File: config.mk
export PLATFORM = sky130hd
export DESIGN_NAME = tau_collect_top
export DESIGN_NICKNAME = d
export VERILOG_FILES = /design/src/logic/tau_pkg.sv /design/src/logic/range_if.sv /design/src/logic/linears_if.sv /design/src/logic/range_intake.sv /design/src/logic/linear_collector.sv /design/src/logic/linears_drain.sv /design/src/logic/tau_collect_top.sv
export VERILOG_INCLUDE_DIRS = /design/src /design/src/include
export SDC_FILE = /design/constraint.sdc
export NUM_CORES = 1
export LEC_CHECK = 0
export BUFFER_PORTS_ARGS = -buffer_cell sky130_fd_sc_hd__buf_4
export CAP_MARGIN = 20
export CORE_ASPECT_RATIO = 0.8
export CORE_MARGIN = 4
export CORE_UTILIZATION = 64
export CTS_BUF_LIST = sky130_fd_sc_hd__clkbuf_8
export DETAILED_ROUTE_END_ITERATION = 16
export PLACE_DENSITY_LB_ADDON = 0.3
export SLEW_MARGIN = 20
export SYNTH_ARGS = -nofsm -noshare
export SYNTH_HDL_FRONTEND = slang
export SYNTH_SLANG_ARGS = --single-unit
File: constraint.sdc
create_clock -name i_clk -period 3.5 [get_ports i_clk]
set_clock_uncertainty 0.2 [all_clocks]
set_input_delay 0.875 -clock i_clk [delete_from_list [all_inputs] [get_ports i_clk]]
set_output_delay 0.875 -clock i_clk [all_outputs]
set_load 0.02 [all_outputs]
File: src/include/tau_defines.svh
// Build-wide size macros for the collect path, included by the package and by sized modules
`ifndef TAU_DEFINES_SVH
`define TAU_DEFINES_SVH

// ==============================
// Descriptor geometry
// ==============================

// Vector dimensions per descriptor
`define TAU_VDIM 2

// Width of one coordinate
`define TAU_WORK_BW 16

// ==============================
// Slot array and linear words
// ==============================

// Slot count, may vary per build
`define TAU_N_ICFG 4

// Slot index, wide enough to hold the count itself
`define TAU_ICFG_BW ($clog2(`TAU_N_ICFG + 1))

// Linear address width, may vary per build
`define TAU_LBW 12

// Upper address bits selecting a memory bank
`define TAU_BANK_BW 2

// Remaining bits address a word inside the bank
`define TAU_OFS_BW (`TAU_LBW - `TAU_BANK_BW)

`endif

File: src/logic/tau_pkg.sv
// Shared types of the collect path; modules refer to them by scoped name
`default_nettype none

`include "tau_defines.svh"

package tau_pkg;

	// ==============================
	// Descriptor types
	// ==============================

	// One coordinate per dimension, dimension 0 in the low bits
	typedef logic [`TAU_VDIM-1:0][`TAU_WORK_BW-1:0] coord_vec_t;

	// Slot number, also used for the exclusive end of a window
	typedef logic [`TAU_ICFG_BW-1:0] slot_idx_t;

	// ==============================
	// Linear word
	// ==============================

	// Bank select in the upper bits, offset below
	typedef struct packed {
		logic [`TAU_BANK_BW-1:0] bank;
		logic [`TAU_OFS_BW-1:0]  offset;
	} bank_ofs_t;

	// Same word seen flat by the collector, split by the drain
	typedef union packed {
		logic [`TAU_LBW-1:0] flat;
		bank_ofs_t           split;
	} linear_word_u;

	// Whole collected set, slot 0 in the low bits
	typedef linear_word_u [`TAU_N_ICFG-1:0] slot_array_t;

endpackage

`default_nettype wire

File: src/logic/range_if.sv
// Range descriptor bus with ready/acknowledge, from the intake register to the collector
`timescale 1ns/100ps
`default_nettype none

interface range_if;

	// Handshake pair
	logic rdy;
	logic ack;

	// Descriptor coordinates
	tau_pkg::coord_vec_t bofs;
	tau_pkg::coord_vec_t abeg;
	tau_pkg::coord_vec_t aend;

	// Slot window, first slot and exclusive end
	tau_pkg::slot_idx_t beg;
	tau_pkg::slot_idx_t fin;

	// Sender side, holds data stable while rdy waits for ack
	modport src (
		output rdy, bofs, abeg, aend, beg, fin,
		input  ack
	);

	// Receiver side
	modport dst (
		input  rdy, bofs, abeg, aend, beg, fin,
		output ack
	);

endinterface

`default_nettype wire

File: src/logic/linears_if.sv
// Collected slot set bus with ready/acknowledge, from the collector to the drain
`timescale 1ns/100ps
`default_nettype none

interface linears_if;

	// Handshake pair
	logic rdy;
	logic ack;

	// Descriptor of the range that produced the set
	tau_pkg::coord_vec_t bofs;
	tau_pkg::coord_vec_t abeg;
	tau_pkg::coord_vec_t aend;

	// Filled window, slots outside it carry stale words
	tau_pkg::slot_idx_t beg;
	tau_pkg::slot_idx_t fin;

	// All slot words
	tau_pkg::slot_array_t slots;

	// Collector side
	modport src (
		output rdy, bofs, abeg, aend, beg, fin, slots,
		input  ack
	);

	// Drain side
	modport dst (
		input  rdy, bofs, abeg, aend, beg, fin, slots,
		output ack
	);

endinterface

`default_nettype wire

File: src/logic/range_intake.sv
// Input side of the collect path; one-entry forward register from the range ports onto range_if
`timescale 1ns/100ps
`default_nettype none

module range_intake (
	input  wire logic                i_clk,
	input  wire logic                i_rst,
	// External range port
	input  wire logic                i_range_rdy,
	output logic                     o_range_ack,
	input  wire tau_pkg::coord_vec_t i_bofs,
	input  wire tau_pkg::coord_vec_t i_abeg,
	input  wire tau_pkg::coord_vec_t i_aend,
	input  wire tau_pkg::slot_idx_t  i_beg,
	input  wire tau_pkg::slot_idx_t  i_end,
	// Toward the collector
	range_if.src                     o_range_bus
);

	// ==============================
	// Entry state
	// ==============================

	logic                full_r;
	logic                in_xfer;
	logic                out_xfer;
	tau_pkg::coord_vec_t bofs_r;
	tau_pkg::coord_vec_t abeg_r;
	tau_pkg::coord_vec_t aend_r;
	tau_pkg::slot_idx_t  beg_r;
	tau_pkg::slot_idx_t  end_r;

	// Accept only into an empty entry, so no same-cycle refill
	assign o_range_ack = !full_r;
	assign in_xfer     = i_range_rdy && !full_r;
	assign out_xfer    = full_r && o_range_bus.ack;

	// Entry drives the bus directly
	assign o_range_bus.rdy  = full_r;
	assign o_range_bus.bofs = bofs_r;
	assign o_range_bus.abeg = abeg_r;
	assign o_range_bus.aend = aend_r;
	assign o_range_bus.beg  = beg_r;
	assign o_range_bus.fin  = end_r;

	// ==============================
	// Sequential
	// ==============================

	always_ff @(posedge i_clk or negedge i_rst) begin
		if (!i_rst) begin
			full_r <= 1'b0;
			bofs_r <= '0;
			abeg_r <= '0;
			aend_r <= '0;
			beg_r  <= '0;
			end_r  <= '0;
		end else if (in_xfer) begin
			full_r <= 1'b1;
			bofs_r <= i_bofs;
			abeg_r <= i_abeg;
			aend_r <= i_aend;
			beg_r  <= i_beg;
			end_r  <= i_end;
		end else if (out_xfer) begin
			// Fields stay put, only the flag drops
			full_r <= 1'b0;
		end
	end

endmodule

`default_nettype wire

File: src/logic/linear_collector.sv
// Collect stage; takes one range, fills its slot window from the linear stream, then offers the set
`timescale 1ns/100ps
`default_nettype none

`include "tau_defines.svh"

module linear_collector (
	input  wire logic                  i_clk,
	input  wire logic                  i_rst,
	// Range from the intake
	range_if.dst                       i_range_bus,
	// Linear address stream
	input  wire logic                  i_linear_rdy,
	output logic                       o_linear_ack,
	input  wire tau_pkg::linear_word_u i_linear,
	// Finished set toward the drain
	linears_if.src                     o_linears_bus
);

	// ==============================
	// State
	// ==============================

	// Collecting a window
	logic                 busy_r;
	// Set complete, waiting for the drain
	logic                 done_r;
	// Descriptor of the range in hand
	tau_pkg::coord_vec_t  bofs_r;
	tau_pkg::coord_vec_t  abeg_r;
	tau_pkg::coord_vec_t  aend_r;
	tau_pkg::slot_idx_t   beg_r;
	tau_pkg::slot_idx_t   end_r;
	// Next slot to write
	tau_pkg::slot_idx_t   cur_r;
	tau_pkg::slot_array_t slots_r;

	logic                 idle;
	logic                 range_xfer;
	logic                 set_xfer;
	logic                 last_slot;
	tau_pkg::slot_idx_t   cur_nxt;

	// ==============================
	// Combinational
	// ==============================

	// Neither collecting nor holding a finished set
	assign idle = !busy_r && !done_r;

	// Range taken in the same cycle it shows up
	assign i_range_bus.ack = idle;
	assign range_xfer      = i_range_bus.rdy && idle;

	// One address per cycle while the window is open
	assign o_linear_ack = busy_r && i_linear_rdy;

	assign cur_nxt   = tau_pkg::slot_idx_t'(cur_r + 1'b1);
	// Completion decided here, on the write into slot end-1
	assign last_slot = cur_nxt == end_r;

	assign set_xfer = done_r && o_linears_bus.ack;

	assign o_linears_bus.rdy   = done_r;
	assign o_linears_bus.bofs  = bofs_r;
	assign o_linears_bus.abeg  = abeg_r;
	assign o_linears_bus.aend  = aend_r;
	assign o_linears_bus.beg   = beg_r;
	assign o_linears_bus.fin   = end_r;
	assign o_linears_bus.slots = slots_r;

	// ==============================
	// Control and descriptor
	// ==============================

	always_ff @(posedge i_clk or negedge i_rst) begin
		if (!i_rst) begin
			busy_r <= 1'b0;
			done_r <= 1'b0;
			bofs_r <= '0;
			abeg_r <= '0;
			aend_r <= '0;
			beg_r  <= '0;
			end_r  <= '0;
			cur_r  <= '0;
		end else begin
			if (range_xfer) begin
				busy_r <= 1'b1;
				bofs_r <= i_range_bus.bofs;
				abeg_r <= i_range_bus.abeg;
				aend_r <= i_range_bus.aend;
				beg_r  <= i_range_bus.beg;
				end_r  <= i_range_bus.fin;
				// Start at the first slot of the window
				cur_r  <= i_range_bus.beg;
			end else if (o_linear_ack) begin
				cur_r <= cur_nxt;
				if (last_slot) begin
					busy_r <= 1'b0;
					done_r <= 1'b1;
				end
			end
			// Drain copied the set
			if (set_xfer) begin
				done_r <= 1'b0;
			end
		end
	end

	// ==============================
	// Slot array
	// ==============================

	always_ff @(posedge i_clk or negedge i_rst) begin
		if (!i_rst) begin
			slots_r <= '0;
		end else if (o_linear_ack) begin
			for (int i = 0; i < `TAU_N_ICFG; i++) begin
				if (cur_r == tau_pkg::slot_idx_t'(i)) begin
					slots_r[i].flat <= i_linear.flat;
				end
			end
		end
	end

endmodule

`default_nettype wire

File: src/logic/linears_drain.sv
// Output side; holds one collected set and sends its window as bank/offset words, one per cycle
`timescale 1ns/100ps
`default_nettype none

`include "tau_defines.svh"

module linears_drain (
	input  wire logic                   i_clk,
	input  wire logic                   i_rst,
	// Collected set from the collector
	linears_if.dst                      i_linears_bus,
	// Word output port
	output logic                        o_word_rdy,
	input  wire logic                   i_word_ack,
	output logic [`TAU_BANK_BW-1:0]     o_word_bank,
	output logic [`TAU_OFS_BW-1:0]      o_word_offset,
	output tau_pkg::slot_idx_t          o_word_slot,
	output logic                        o_word_last,
	output tau_pkg::coord_vec_t         o_bofs,
	output tau_pkg::coord_vec_t         o_abeg,
	output tau_pkg::coord_vec_t         o_aend
);

	// ==============================
	// Held set
	// ==============================

	logic                  full_r;
	tau_pkg::slot_idx_t    cur_r;
	tau_pkg::slot_idx_t    end_r;
	tau_pkg::slot_array_t  slots_r;
	tau_pkg::linear_word_u word;
	logic                  set_xfer;
	logic                  word_xfer;

	// Empty drain takes the set in the cycle it is offered
	assign i_linears_bus.ack = !full_r;
	assign set_xfer          = i_linears_bus.rdy && !full_r;

	assign o_word_rdy  = full_r;
	assign word_xfer   = full_r && i_word_ack;
	assign o_word_slot = cur_r;
	// Slot end-1 closes the set
	assign o_word_last = tau_pkg::slot_idx_t'(cur_r + 1'b1) == end_r;

	// Pick the current slot
	always_comb begin
		word = '0;
		for (int i = 0; i < `TAU_N_ICFG; i++) begin
			if (cur_r == tau_pkg::slot_idx_t'(i)) begin
				word = slots_r[i];
			end
		end
	end

	// Bank/offset view of the stored address
	assign o_word_bank   = word.split.bank;
	assign o_word_offset = word.split.offset;

	// ==============================
	// Sequential
	// ==============================

	always_ff @(posedge i_clk or negedge i_rst) begin
		if (!i_rst) begin
			full_r  <= 1'b0;
			cur_r   <= '0;
			end_r   <= '0;
			slots_r <= '0;
			o_bofs  <= '0;
			o_abeg  <= '0;
			o_aend  <= '0;
		end else if (set_xfer) begin
			full_r  <= 1'b1;
			cur_r   <= i_linears_bus.beg;
			end_r   <= i_linears_bus.fin;
			slots_r <= i_linears_bus.slots;
			o_bofs  <= i_linears_bus.bofs;
			o_abeg  <= i_linears_bus.abeg;
			o_aend  <= i_linears_bus.aend;
		end else if (word_xfer) begin
			// Free after the last word, else step to the next slot
			if (o_word_last) begin
				full_r <= 1'b0;
			end else begin
				cur_r <= tau_pkg::slot_idx_t'(cur_r + 1'b1);
			end
		end
	end

endmodule

`default_nettype wire

File: src/logic/tau_collect_top.sv
// Top level of the linear collect path; plain range, linear and word ports around three stages
`timescale 1ns/100ps
`default_nettype none

`include "tau_defines.svh"

module tau_collect_top (
	input  wire logic                  i_clk,
	input  wire logic                  i_rst,
	// Range input
	input  wire logic                  i_range_rdy,
	output logic                       o_range_ack,
	input  wire tau_pkg::coord_vec_t   i_bofs,
	input  wire tau_pkg::coord_vec_t   i_abeg,
	input  wire tau_pkg::coord_vec_t   i_aend,
	input  wire tau_pkg::slot_idx_t    i_beg,
	input  wire tau_pkg::slot_idx_t    i_end,
	// Linear address input
	input  wire logic                  i_linear_rdy,
	output logic                       o_linear_ack,
	input  wire tau_pkg::linear_word_u i_linear,
	// Word output
	output logic                       o_word_rdy,
	input  wire logic                  i_word_ack,
	output logic [`TAU_BANK_BW-1:0]    o_word_bank,
	output logic [`TAU_OFS_BW-1:0]     o_word_offset,
	output tau_pkg::slot_idx_t         o_word_slot,
	output logic                       o_word_last,
	output tau_pkg::coord_vec_t        o_bofs,
	output tau_pkg::coord_vec_t        o_abeg,
	output tau_pkg::coord_vec_t        o_aend
);

	// ==============================
	// Internal buses
	// ==============================

	range_if   range_bus ();
	linears_if linears_bus ();

	// ==============================
	// Stages
	// ==============================

	// Registers one descriptor
	range_intake u_intake (
		.i_clk       (i_clk),
		.i_rst       (i_rst),
		.i_range_rdy (i_range_rdy),
		.o_range_ack (o_range_ack),
		.i_bofs      (i_bofs),
		.i_abeg      (i_abeg),
		.i_aend      (i_aend),
		.i_beg       (i_beg),
		.i_end       (i_end),
		.o_range_bus (range_bus.src)
	);

	// Fills the slot window
	linear_collector u_collector (
		.i_clk         (i_clk),
		.i_rst         (i_rst),
		.i_range_bus   (range_bus.dst),
		.i_linear_rdy  (i_linear_rdy),
		.o_linear_ack  (o_linear_ack),
		.i_linear      (i_linear),
		.o_linears_bus (linears_bus.src)
	);

	// Sends the window as words
	linears_drain u_drain (
		.i_clk         (i_clk),
		.i_rst         (i_rst),
		.i_linears_bus (linears_bus.dst),
		.o_word_rdy    (o_word_rdy),
		.i_word_ack    (i_word_ack),
		.o_word_bank   (o_word_bank),
		.o_word_offset (o_word_offset),
		.o_word_slot   (o_word_slot),
		.o_word_last   (o_word_last),
		.o_bofs        (o_bofs),
		.o_abeg        (o_abeg),
		.o_aend        (o_aend)
	);

endmodule

`default_nettype wire

==> results by group, run 1 <==
Run
  • Maxcap violations: 0

Run status
  • Outcome: completed

Setup path
  • Critical Path, Cell by Cell: inv_1 -> ha_4 -> nor2b_1 -> a221oi_1 -> a21oi_1 -> a22o_1 -> buf_4
  • Max incr delay on CP: approximately 0.43 ns
  • Worst-path cell with the longest stage delay: dfrtp_2
  • Critical Path Sink Type: primary output
  • Crit path DAT: about 2.3 ns
  • CP required: roughly 2.4 ns
  • WS Path Type: register to primary output
  • Critical path fanouts, max: 12
  • Crit path launch type: register

Global routing
  • Global-route wire length before repair: 55200 microns
  • Largest net degree at the start of global routing: 100
  • Initial antenna violation count: 0
  • Grt ovf: 0
  • Tot GR Track Use: 0.251
  • Vias in the first global route: between 10000 and 15000

Logic synthesis
  • Synth Register Bits: approximately 410
  • Ys async rst share: 1.00
  • Unique cell type count in the Yosys netlist: 30
  • Sequential cell area fraction in the yosys report: 0.643
  • EDFF count, synth: 0
  • Post-synth top flop: dfrtp_1
  • Avg Cell Area, Syn: roughly 12 sq um
  • Syn Nets: around 1400
  • Synth Warn #: 0
  • Mapped Area: around 16000 sq um
  • Post-Synthesis Cells: ~1300

Die
  • Core area: 24400 sq um
  • Row count: 51
  • Initial Util: 0.652
  • Die Area: between 20000 and 30000 sq um
  • Ports: roughly 230
  • Die Y-Extent: approximately 150 microns
  • Die Wd: around 180 microns

Cells and area
  • Synth-to-Final Area Change: 20.4%
  • Final std cells w/o fill: about 1900
  • Most common cell after layout, fill and taps aside: nand2_1
  • Fillers: 1498
  • Commonest cells after routing, fill and taps aside: nand2_1 (428), dfrtp_1 (408), mux2_2 (250), buf_4 (248), clkbuf_8 (75)
  • Layout cell share with drive strength beyond 1: 0.383
  • Nets: between 1500 and 2000
  • Antenna Cells: 0
  • Post-layout util: 0.786

Placement
  • Post-DP HPWL: about 22000 microns
  • Dpl cells: roughly 1800
  • Worst Setup Slack post-DPL: ~0.37 ns
  • GP Congestion: ~0.83
  • # port buffers: ~230

Clocking
  • Hold buffer count at cts: 0
  • H-tree Lvls: 2
  • Worst skew pair latency: a little under 0.6 ns
  • Reg clk slew, reported paths: about 0.070 ns
  • # clock sinks: 409
  • Total clock buffers created by CTS: 60
  • CTS Root Cell: clkbuf_8
  • CTS tree: done
  • Clock Path Buffers: 3

Pwr
  • Leakage power: 9.51 nW
  • Worst vdd ir: around 0.00056 V
  • PwrDens: ~940 nW/um^2

Detailed routing
  • Total Wirelength: ~34000 microns
  • WL per Instance: roughly 18 microns
  • DR pass1 iterations: 5
  • ANT nets after route: 0
  • DRT iter0 DRCs: slightly below 700
  • Via density: between 5 and 6
  • Number of remaining DRC errors: 0
  • Vias: between 10000 and 15000

Hold path
  • Hold WC Path Type: input port to async pin

STA
  • Fmax: 298 MHz
  • Pin slew with the least headroom to its limit: 0.827 ns
  • Final period util: 0.960
  • Final slew viol count: 0
  • Setup TNS: 0 ns
  • Fin crit period: 3.36 ns
  • Rel. slew slack: 0.449
  • Setup violators final: 0
  • Hold Vio Cnt, Final: 0
  • Worst Slack Setup Final: 0.141 ns
[cell type report]
class	count	area, sq um	area share
Tap cell	318	398	0.0208
Clock buffer	75	1030	0.0539
Inverter	22	82.6	0.00431
Multi-Input combinational cell	784	5290	0.276
Timing Repair Buffer	255	2000	0.104
Clock inverter	27	114	0.00594
Sequential cell	409	10200	0.534
[Yosys cell counts, drive strengths merged (2+ instances only)]
master,instances,area share
inv,22,0.0052
nor3,3,0.00094
clkbuf,17,0.0040
ha,10,0.0079
nand2,428,0.10
a22o,12,0.0066
o21ai,16,0.0050
nor2b,14,0.0055
xnor2,4,0.0022
a21oi,12,0.0038
dfrtp,409,0.64
mux2,250,0.18
xor2,3,0.0017
nand4,2,0.00079
a221oi,12,0.0066
nor2,7,0.0017
buf,50,0.020
o211ai,2,0.00094
[path summary, 6_finish.rpt]
kind	slack (ns)	from	endpoint	depth (start not counted)
worst min register to register	0.26	u_collector.o_linears_bus.aend[22]$_DFFE_PN0N_	u_drain.o_aend[22]$_DFFE_PN0P_	2
worst max register to register	1.31	u_collector.o_linears_bus.rdy$_DFFE_PN0P_	u_collector.o_linears_bus.abeg[10]$_DFFE_PN0N_	3
min in group i_clk	0.26	u_collector.o_linears_bus.aend[22]$_DFFE_PN0N_	u_drain.o_aend[22]$_DFFE_PN0P_	2
worst max-delay path	0.14	u_drain.o_word_slot[0]$_DFFE_PN0P_	o_word_bank[1]	7
max in group asynchronous	2.14	i_rst	u_collector.o_linears_bus.aend[13]$_DFFE_PN0N_	2
worst min-delay path	0.04	i_rst	u_drain.o_bofs[27]$_DFFE_PN0P_	1
[state kept, by name, indices dropped and copies added (netlist names)]
register and count:
u_intake.o_range_bus.aend 32, u_drain.slots_r 48, u_collector.cur_r 3, u_collector.busy_r 1
u_intake.o_range_bus.beg 3, u_collector.o_linears_bus.fin 3, u_drain.o_word_slot 3, u_drain.o_abeg 32
u_drain.end_r 3, u_collector.o_linears_bus.aend 32, u_intake.o_range_bus.abeg 32, u_drain.o_bofs 32
u_intake.o_range_bus.bofs 32, u_collector.o_linears_bus.beg 3, u_collector.o_linears_bus.slots 48, u_intake.o_range_bus.rdy 1
u_drain.o_aend 32, u_drain.o_word_rdy 1, u_collector.o_linears_bus.rdy 1, u_collector.o_linears_bus.bofs 32
u_collector.o_linears_bus.abeg 32, u_intake.o_range_bus.fin 3
[repair_timing]
action / CTS / global route
setup buffers: 0 / 1
endpoints found under the setup margin: 12 / 12
resized for setup: 3 / 13
pin swaps: 0 / 0
[cell families after synthesis]
family          Yosys count  share of synthesized area
mux                     250                      0.177
fa+ha+maj                10                    0.00787
flops                   409                      0.643
xor+xnor                  7                    0.00385
buf+inv                  89                     0.0295
compound gates           61                     0.0272
simple gates            456                      0.111
[per-stage QoR]
step / power [mW] / cell area (sq um) / hold slack (ns)
6_report: 17.9 / 19200 / 0.0420
5_1_grt: 19.1 / 19200 / 0.0490
4_1_cts: 17.9 / 19100 / 0.0436
3_5_place_dp: 14.2 / 17900 / 0.247
3_3_place_gp: 13.9 / 17900 / 0.240
2_1_floorplan: 12.1 / 15900 / 0.233
[per-layer routing]
metal | global-route usage | share of wire | vias up
li1 | - | - | 4724
met1 | 0.343 | 0.42 | 5263
met2 | 0.404 | 0.49 | 298
met3 | 0.0736 | 0.080 | 46
met4 | 0.0613 | 0.016 | 0
met5 | 0 | 0 | -
[power by group]
part | internal, mW | leakage (nW) | switching, mW
Clock | 1.91 | 0.673 | 1.72
Sequential | 6.99 | 5.02 | 1.28
Combinational | 3.08 | 3.83 | 2.96
Total | 12.0 | 9.51 | 5.96
[critical path, delay by kind of cell (launching register included)]
kind                     cells  cell delay (ns)
AND/OR/NAND/NOR              1             0.15
buffers and inverters        2             0.29
AO/OA/AOI/OAI                3             0.57
adder cells (fa/ha/maj)      1             0.25
flip-flops                   1             0.43
Power figures use the tool's default switching activity.
==> inputs of run 2 (changes only) <==
--- a/config.mk
+++ b/config.mk
@@ -13,7 +13,7 @@
 export CORE_UTILIZATION = 64
 export CTS_BUF_LIST = sky130_fd_sc_hd__clkbuf_8
 export DETAILED_ROUTE_END_ITERATION = 16
-export PLACE_DENSITY_LB_ADDON = 0.3
+export PLACE_DENSITY = 0.9
 export SLEW_MARGIN = 20
 export SYNTH_ARGS = -nofsm -noshare
 export SYNTH_HDL_FRONTEND = slang
==> run 2 against run 1 <==
  * Sequential share of layout area is 0.68 points lower
  * Combinational power grew 3%
  * Cell count is 0.79% higher
  * Critical endpoint is now o_word_offset[2]
  * Non-clock buffer count increased by 10
  * Sequential power grew 0.7%
  * Largest cell class unchanged
  * Global-route usage grew 2.0 points
  * Total power grew 3.0%
==> results by group, run 2 (synthesis gave the netlist of run 1 again) <==
Run status
  • Outcome: completed

Cells and area
  • Synth-to-Final Area Change: 22.0%
  • Nets: around 1700
  • Layout cell share with drive strength beyond 1: 0.385
  • Final instance area: between 15000 and 20000 sq um
  • Most common cell after layout, fill and taps aside: nand2_1
  • Final std cells w/o fill: 1905
  • Commonest cells after routing, fill and taps aside: nand2_1 (428), dfrtp_1 (407), buf_4 (252), mux2_2 (250), clkbuf_8 (72)
  • Fillers: between 1000 and 1500

Die
  • Die Wd: 184 microns
  • Initial Util: 0.652
  • Die Y-Extent: 149 microns
  • Row count: 51
  • Ports: roughly 230
  • Core area: 24400 sq um
  • Die Area: between 20000 and 30000 sq um

Placement
  • Dpl cells: roughly 1800
  • # port buffers: roughly 230
  • Worst Setup Slack post-DPL: 0.188 ns
  • GP Congestion: 0.811
  • Post-DP HPWL: 23000 microns
  • Placed instance area: 18000 sq um

Pwr
  • PwrDens: between 900 and 1000 nW/um^2
  • Sw frac: 0.334
  • Worst vdd ir: a little over 0.0006 V
  • Comb pwr share: 0.338
  • Internal power: around 12 mW
  • Net Sw Power: approximately 6.2 mW
  • Sequential power share: 0.451
  • Part of the power in the clock network: 0.211
  • Leakage power: approximately 9.6 nW

Global routing
  • Vias in the first global route: ~11000
  • Tot GR Track Use: 0.271
  • Global-route wire length before repair: between 50000 and 60000 microns
  • Initial antenna violation count: 3
  • Grt ovf: 0
  • Largest net degree at the start of global routing: roughly 100

STA
  • Rel. slew slack: 0.444
  • Setup violators final: 0
  • Pin slew with the least headroom to its limit: about 0.83 ns
  • Final slew viol count: 0
  • Fmax: about 290 MHz
  • Worst Slack Setup Final: 0.0557 ns
  • Hold slack: between 0.1 and 0.15 ns
  • Final period util: 0.984
  • RSZ-0062 raised after global routing: true
  • Hold Vio Cnt, Final: 0
  • Fin crit period: about 3.4 ns

Clocking
  • Worst skew pair latency: approximately 0.6 ns
  • Reg clk slew, reported paths: 0.07 ns
  • CTS Root Cell: clkbuf_8
  • # clock sinks: slightly above 400
  • Total clock buffers created by CTS: 59
  • Clock Path Buffers: 3
  • H-tree Lvls: 2
  • CTS tree: done
  • Hold buffer count at cts: 0

Detailed routing
  • WL per Instance: about 20 microns
  • DRT iter0 DRCs: approximately 740
  • Vias: ~10000
  • Number of remaining DRC errors: 0
  • ANT nets after route: 0
  • Total Wirelength: between 30000 and 40000 microns
  • DR pass1 iterations: 5
  • Via density: approximately 5.5

Setup path
  • R2r startpoint: u_drain.o_word_slot[0]$_DFFE_PN0P_
  • FF-to-FF path depth: 6
  • Reg2reg end: u_drain.o_word_slot[1]$_DFFE_PN0P_
  • Crit path DAT: between 2 and 2.5 ns
  • Crit path launch type: register
  • WS Path Type: register to primary output
  • CP required: 2.42 ns
  • Critical path fanouts, max: 11
  • CP Launch Point: u_drain.o_word_slot[1]$_DFFE_PN0P_
  • Worst reg2reg setup slack: about 1.3 ns
  • Critical Path Sink Type: primary output

Hold path
  • Hold WC Path Type: input port to async pin

Run
  • Maxcap violations: 0
[run 2: final cells by class]
type                    count  area [sq um]  share of cell area
well taps                 318           398              0.0205
diodes                      1          2.50            0.000129
clock inverters            34           246              0.0127
clock buffers              72           991              0.0511
flip-flops and latches    409         10200               0.528
repair buffers            265          2150               0.111
inverters                  22          82.6             0.00426
multi-input cells         784          5300               0.273
[run 2: power groups by stage]
stage          combinational (mW)  sequential [mW]  clock [mW]
2_1_floorplan                3.63             8.48           0
3_3_place_gp                 5.73             8.17           0
3_5_place_dp                 6.03             8.30           0
4_1_cts                      6.14             8.30        3.98
5_1_grt                      6.77             8.55        4.22
6_report                     6.24             8.33        3.91
[run 2: how the worst max path moves through the flow]
stage	to	slack, ns	depth (start not counted)
after CTS	o_word_offset[9]	0.02	5
after global routing	o_word_offset[2]	-0.03	8
after floorplan	o_word_offset[1]	0.68	7
final	o_word_offset[2]	0.06	8
after global placement	o_word_offset[9]	0.44	7
after detailed placement	o_word_offset[2]	0.19	7
[run 2: layer usage]
layer | track usage | share of wire | vias to the layer above
li1 | - | - | 4747
met4 | 0.0831 | 0.022 | 4
met2 | 0.440 | 0.50 | 357
met3 | 0.0909 | 0.089 | 80
met5 | 0 | 0.00075 | -
met1 | 0.352 | 0.39 | 5292
[run 2: critical path, cell delays in order, from the launching register on]
cell and delay, ns:
dfrtp_2 0.40, inv_2 0.08, ha_4 0.17, buf_4 0.18, buf_4 0.17, a221oi_4 0.31
a21oi_1 0.08, a22o_1 0.22, buf_4 0.16
[run 2: stage by stage]
step,power [mW],util,setup TNS [ns]
2_1_floorplan,12.1,-,0
3_3_place_gp,13.9,0.740,0
3_5_place_dp,14.3,0.740,0
4_1_cts,18.4,0.791,0
5_1_grt,19.5,0.796,-0.0424
6_report,18.5,0.796,0
[run 2: repair_timing]
action,in CTS,in global routing
buffers inserted,0,7
setup endpoints to repair,12,13
pin swaps,1,1
hold endpoints to repair,0,0
gates resized for setup,8,6
==> inputs of run 3 (changes only) <==
--- a/config.mk
+++ b/config.mk
@@ -14,6 +14,7 @@
 export CTS_BUF_LIST = sky130_fd_sc_hd__clkbuf_8
 export DETAILED_ROUTE_END_ITERATION = 16
 export PLACE_DENSITY = 0.9
+export SETUP_SLACK_MARGIN = 0.1
 export SLEW_MARGIN = 20
 export SYNTH_ARGS = -nofsm -noshare
 export SYNTH_HDL_FRONTEND = slang
==> run 3 against run 2 <==
  * Setup slack improved by 0.12 ns
  * Clock-buffer cell count unchanged
  * Cell count is 0.10% higher
  * First-iteration DRC count shrank 2.7%
  * Wire length grew 0.61%
  * Fmax rose by 3.5%
==> results by group, run 3 (synthesis gave the netlist of run 1 again) <==
Cells and area
  • Layout cell share with drive strength beyond 1: 0.388
  • Commonest cells after routing, fill and taps aside: nand2_1 (428), dfrtp_1 (408), mux2_2 (250), buf_4 (249), clkbuf_8 (72)
  • Most common cell after layout, fill and taps aside: nand2_1
  • Nets: around 1700
  • Final std cells w/o fill: around 1900
  • Post-layout util: 0.799
  • Synth-to-Final Area Change: 22.5%

Setup path
  • Critical path fanouts, max: 11
  • Crit path launch type: register
  • Critical Path, Cell by Cell: inv_2 -> ha_4 -> buf_12 -> nor2b_1 -> a221oi_4 -> a21oi_2 -> a22o_1 -> buf_6
  • CP required: around 2.4 ns
  • Max incr delay on CP: about 0.39 ns
  • WS Path Type: register to primary output
  • Critical Path Sink Type: primary output
  • Worst-path cell with the longest stage delay: dfrtp_1
  • CP top delay family: compound AO/OA/AOI/OAI gates
  • Crit path DAT: about 2.3 ns
  • Buffers plus inverters on the worst setup path: 3

Pwr
  • Leakage power: 9.66 nW
  • Tot Pwr: 18.6 mW
  • Sequential power share: 0.447
  • Net Sw Power: 6.23 mW
  • Part of the power in the clock network: 0.210
  • PwrDens: 956 nW/um^2
  • Sw frac: 0.334
  • Worst vdd ir: ~0.00062 V
  • Comb pwr share: 0.343
  • Internal power: between 10 and 15 mW

Detailed routing
  • Vias: between 10000 and 15000
  • WL per Instance: between 15 and 20 microns
  • Via density: between 5 and 6
  • Total Wirelength: ~37000 microns
  • DR pass1 iterations: 5
  • Number of remaining DRC errors: 0
  • DRT iter0 DRCs: between 700 and 800
  • ANT nets after route: 0

Run status
  • Outcome: completed

Clocking
  • # clock sinks: around 410
  • CTS tree: done
  • H-tree Lvls: 2
  • Reg clk slew, reported paths: roughly 0.06 ns
  • CTS Root Cell: clkbuf_8
  • Worst skew pair latency: 0.60 ns
  • Clock Path Buffers: 3
  • Total clock buffers created by CTS: between 50 and 60

Placement
  • # port buffers: ~230
  • Post-DP HPWL: roughly 23000 microns
  • GP Congestion: slightly above 0.8
  • Dpl cells: 1791

STA
  • Fin crit period: 3.33 ns
  • Final slew viol count: 0
  • RSZ-0062 raised after global routing: false
  • Rel. slew slack: 0.435
  • Pin slew with the least headroom to its limit: 0.847 ns
  • Fmax: between 300 and 400 MHz
  • Hold Vio Cnt, Final: 0
  • Setup violators final: 0
  • Final period util: 0.950
  • Setup TNS: 0 ns

Die
  • Die Wd: between 150 and 200 microns
  • Ports: between 200 and 250
  • Initial Util: 0.652
  • Die Area: 27500 sq um
  • Row count: just over 50
  • Core area: 24400 sq um
  • Die Y-Extent: 149 microns

Global routing
  • Tot GR Track Use: 0.272
  • Largest net degree at the start of global routing: ~100
  • Vias in the first global route: about 11000
  • Initial antenna violation count: 3
  • Global-route wire length before repair: a little under 60000 microns
  • Grt ovf: 0

Hold path
  • Hold WC Path Type: input port to async pin

Run
  • Maxcap violations: 0
## run 3: power by group through the flow
stage / logic, mW / clock network (mW) / registers, mW
2_1_floorplan: 3.63 / 0 / 8.48
3_3_place_gp: 5.73 / 0 / 8.17
3_5_place_dp: 6.03 / 0 / 8.30
4_1_cts: 6.24 / 3.98 / 8.29
5_1_grt: 6.93 / 4.22 / 8.54
6_report: 6.40 / 3.91 / 8.32
## run 3: metal layers
layer / vias up / part of all wire / global-route usage
li1: 4749 / - / -
met1: 5336 / 0.39 / 0.353
met2: 351 / 0.50 / 0.442
met3: 79 / 0.086 / 0.0917
met4: 4 / 0.023 / 0.0831
met5: - / 0.00075 / 0
## run 3: through the flow
step	hold slack, ns	cell area, sq um	setup slack [ns]
2_1_floorplan	0.233	15900	0.684
3_3_place_gp	0.241	18000	0.443
3_5_place_dp	0.244	18000	0.188
4_1_cts	0.146	19400	0.0721
5_1_grt	0.152	19500	0.0790
6_report	0.128	19500	0.173
## run 3: path summary, 6_finish.rpt
path	cells past startpoint	endpoint	start	slack [ns]
min in group i_clk	2	u_drain.o_abeg[5]$_DFFE_PN0P_	u_collector.o_linears_bus.abeg[5]$_DFFE_PN0N_	0.27
max	8	o_word_offset[2]	u_drain.o_word_slot[1]$_DFFE_PN0P_	0.17
max reg2reg	7	u_drain.o_word_slot[1]$_DFFE_PN0P_	u_drain.o_word_slot[0]$_DFFE_PN0P_	1.31
min	1	u_collector.o_linears_bus.slots[37]$_DFFE_PN0P_	i_rst	0.13
min reg2reg	2	u_drain.o_abeg[5]$_DFFE_PN0P_	u_collector.o_linears_bus.abeg[5]$_DFFE_PN0N_	0.27
max in group asynchronous	2	u_drain.o_abeg[4]$_DFFE_PN0P_	i_rst	2.09
## run 3: area by class of cell
cell class              count  area (sq um)
flip-flops and latches    409         10200
multi-input cells         784          5330
fillers                  1347          4890
repair buffers            267          2200
clock buffers              72           991
well taps                 318           398
clock inverters            34           246
inverters                  22          82.6
diodes                      1          2.50
## run 3: timing repair
action                                  in CTS  in global routing
endpoints found under the setup margin      13                 13
resized for setup                           10                 11
pin swaps                                    1                  3
hold buffers                                 0                  0
setup buffers                                4                  5
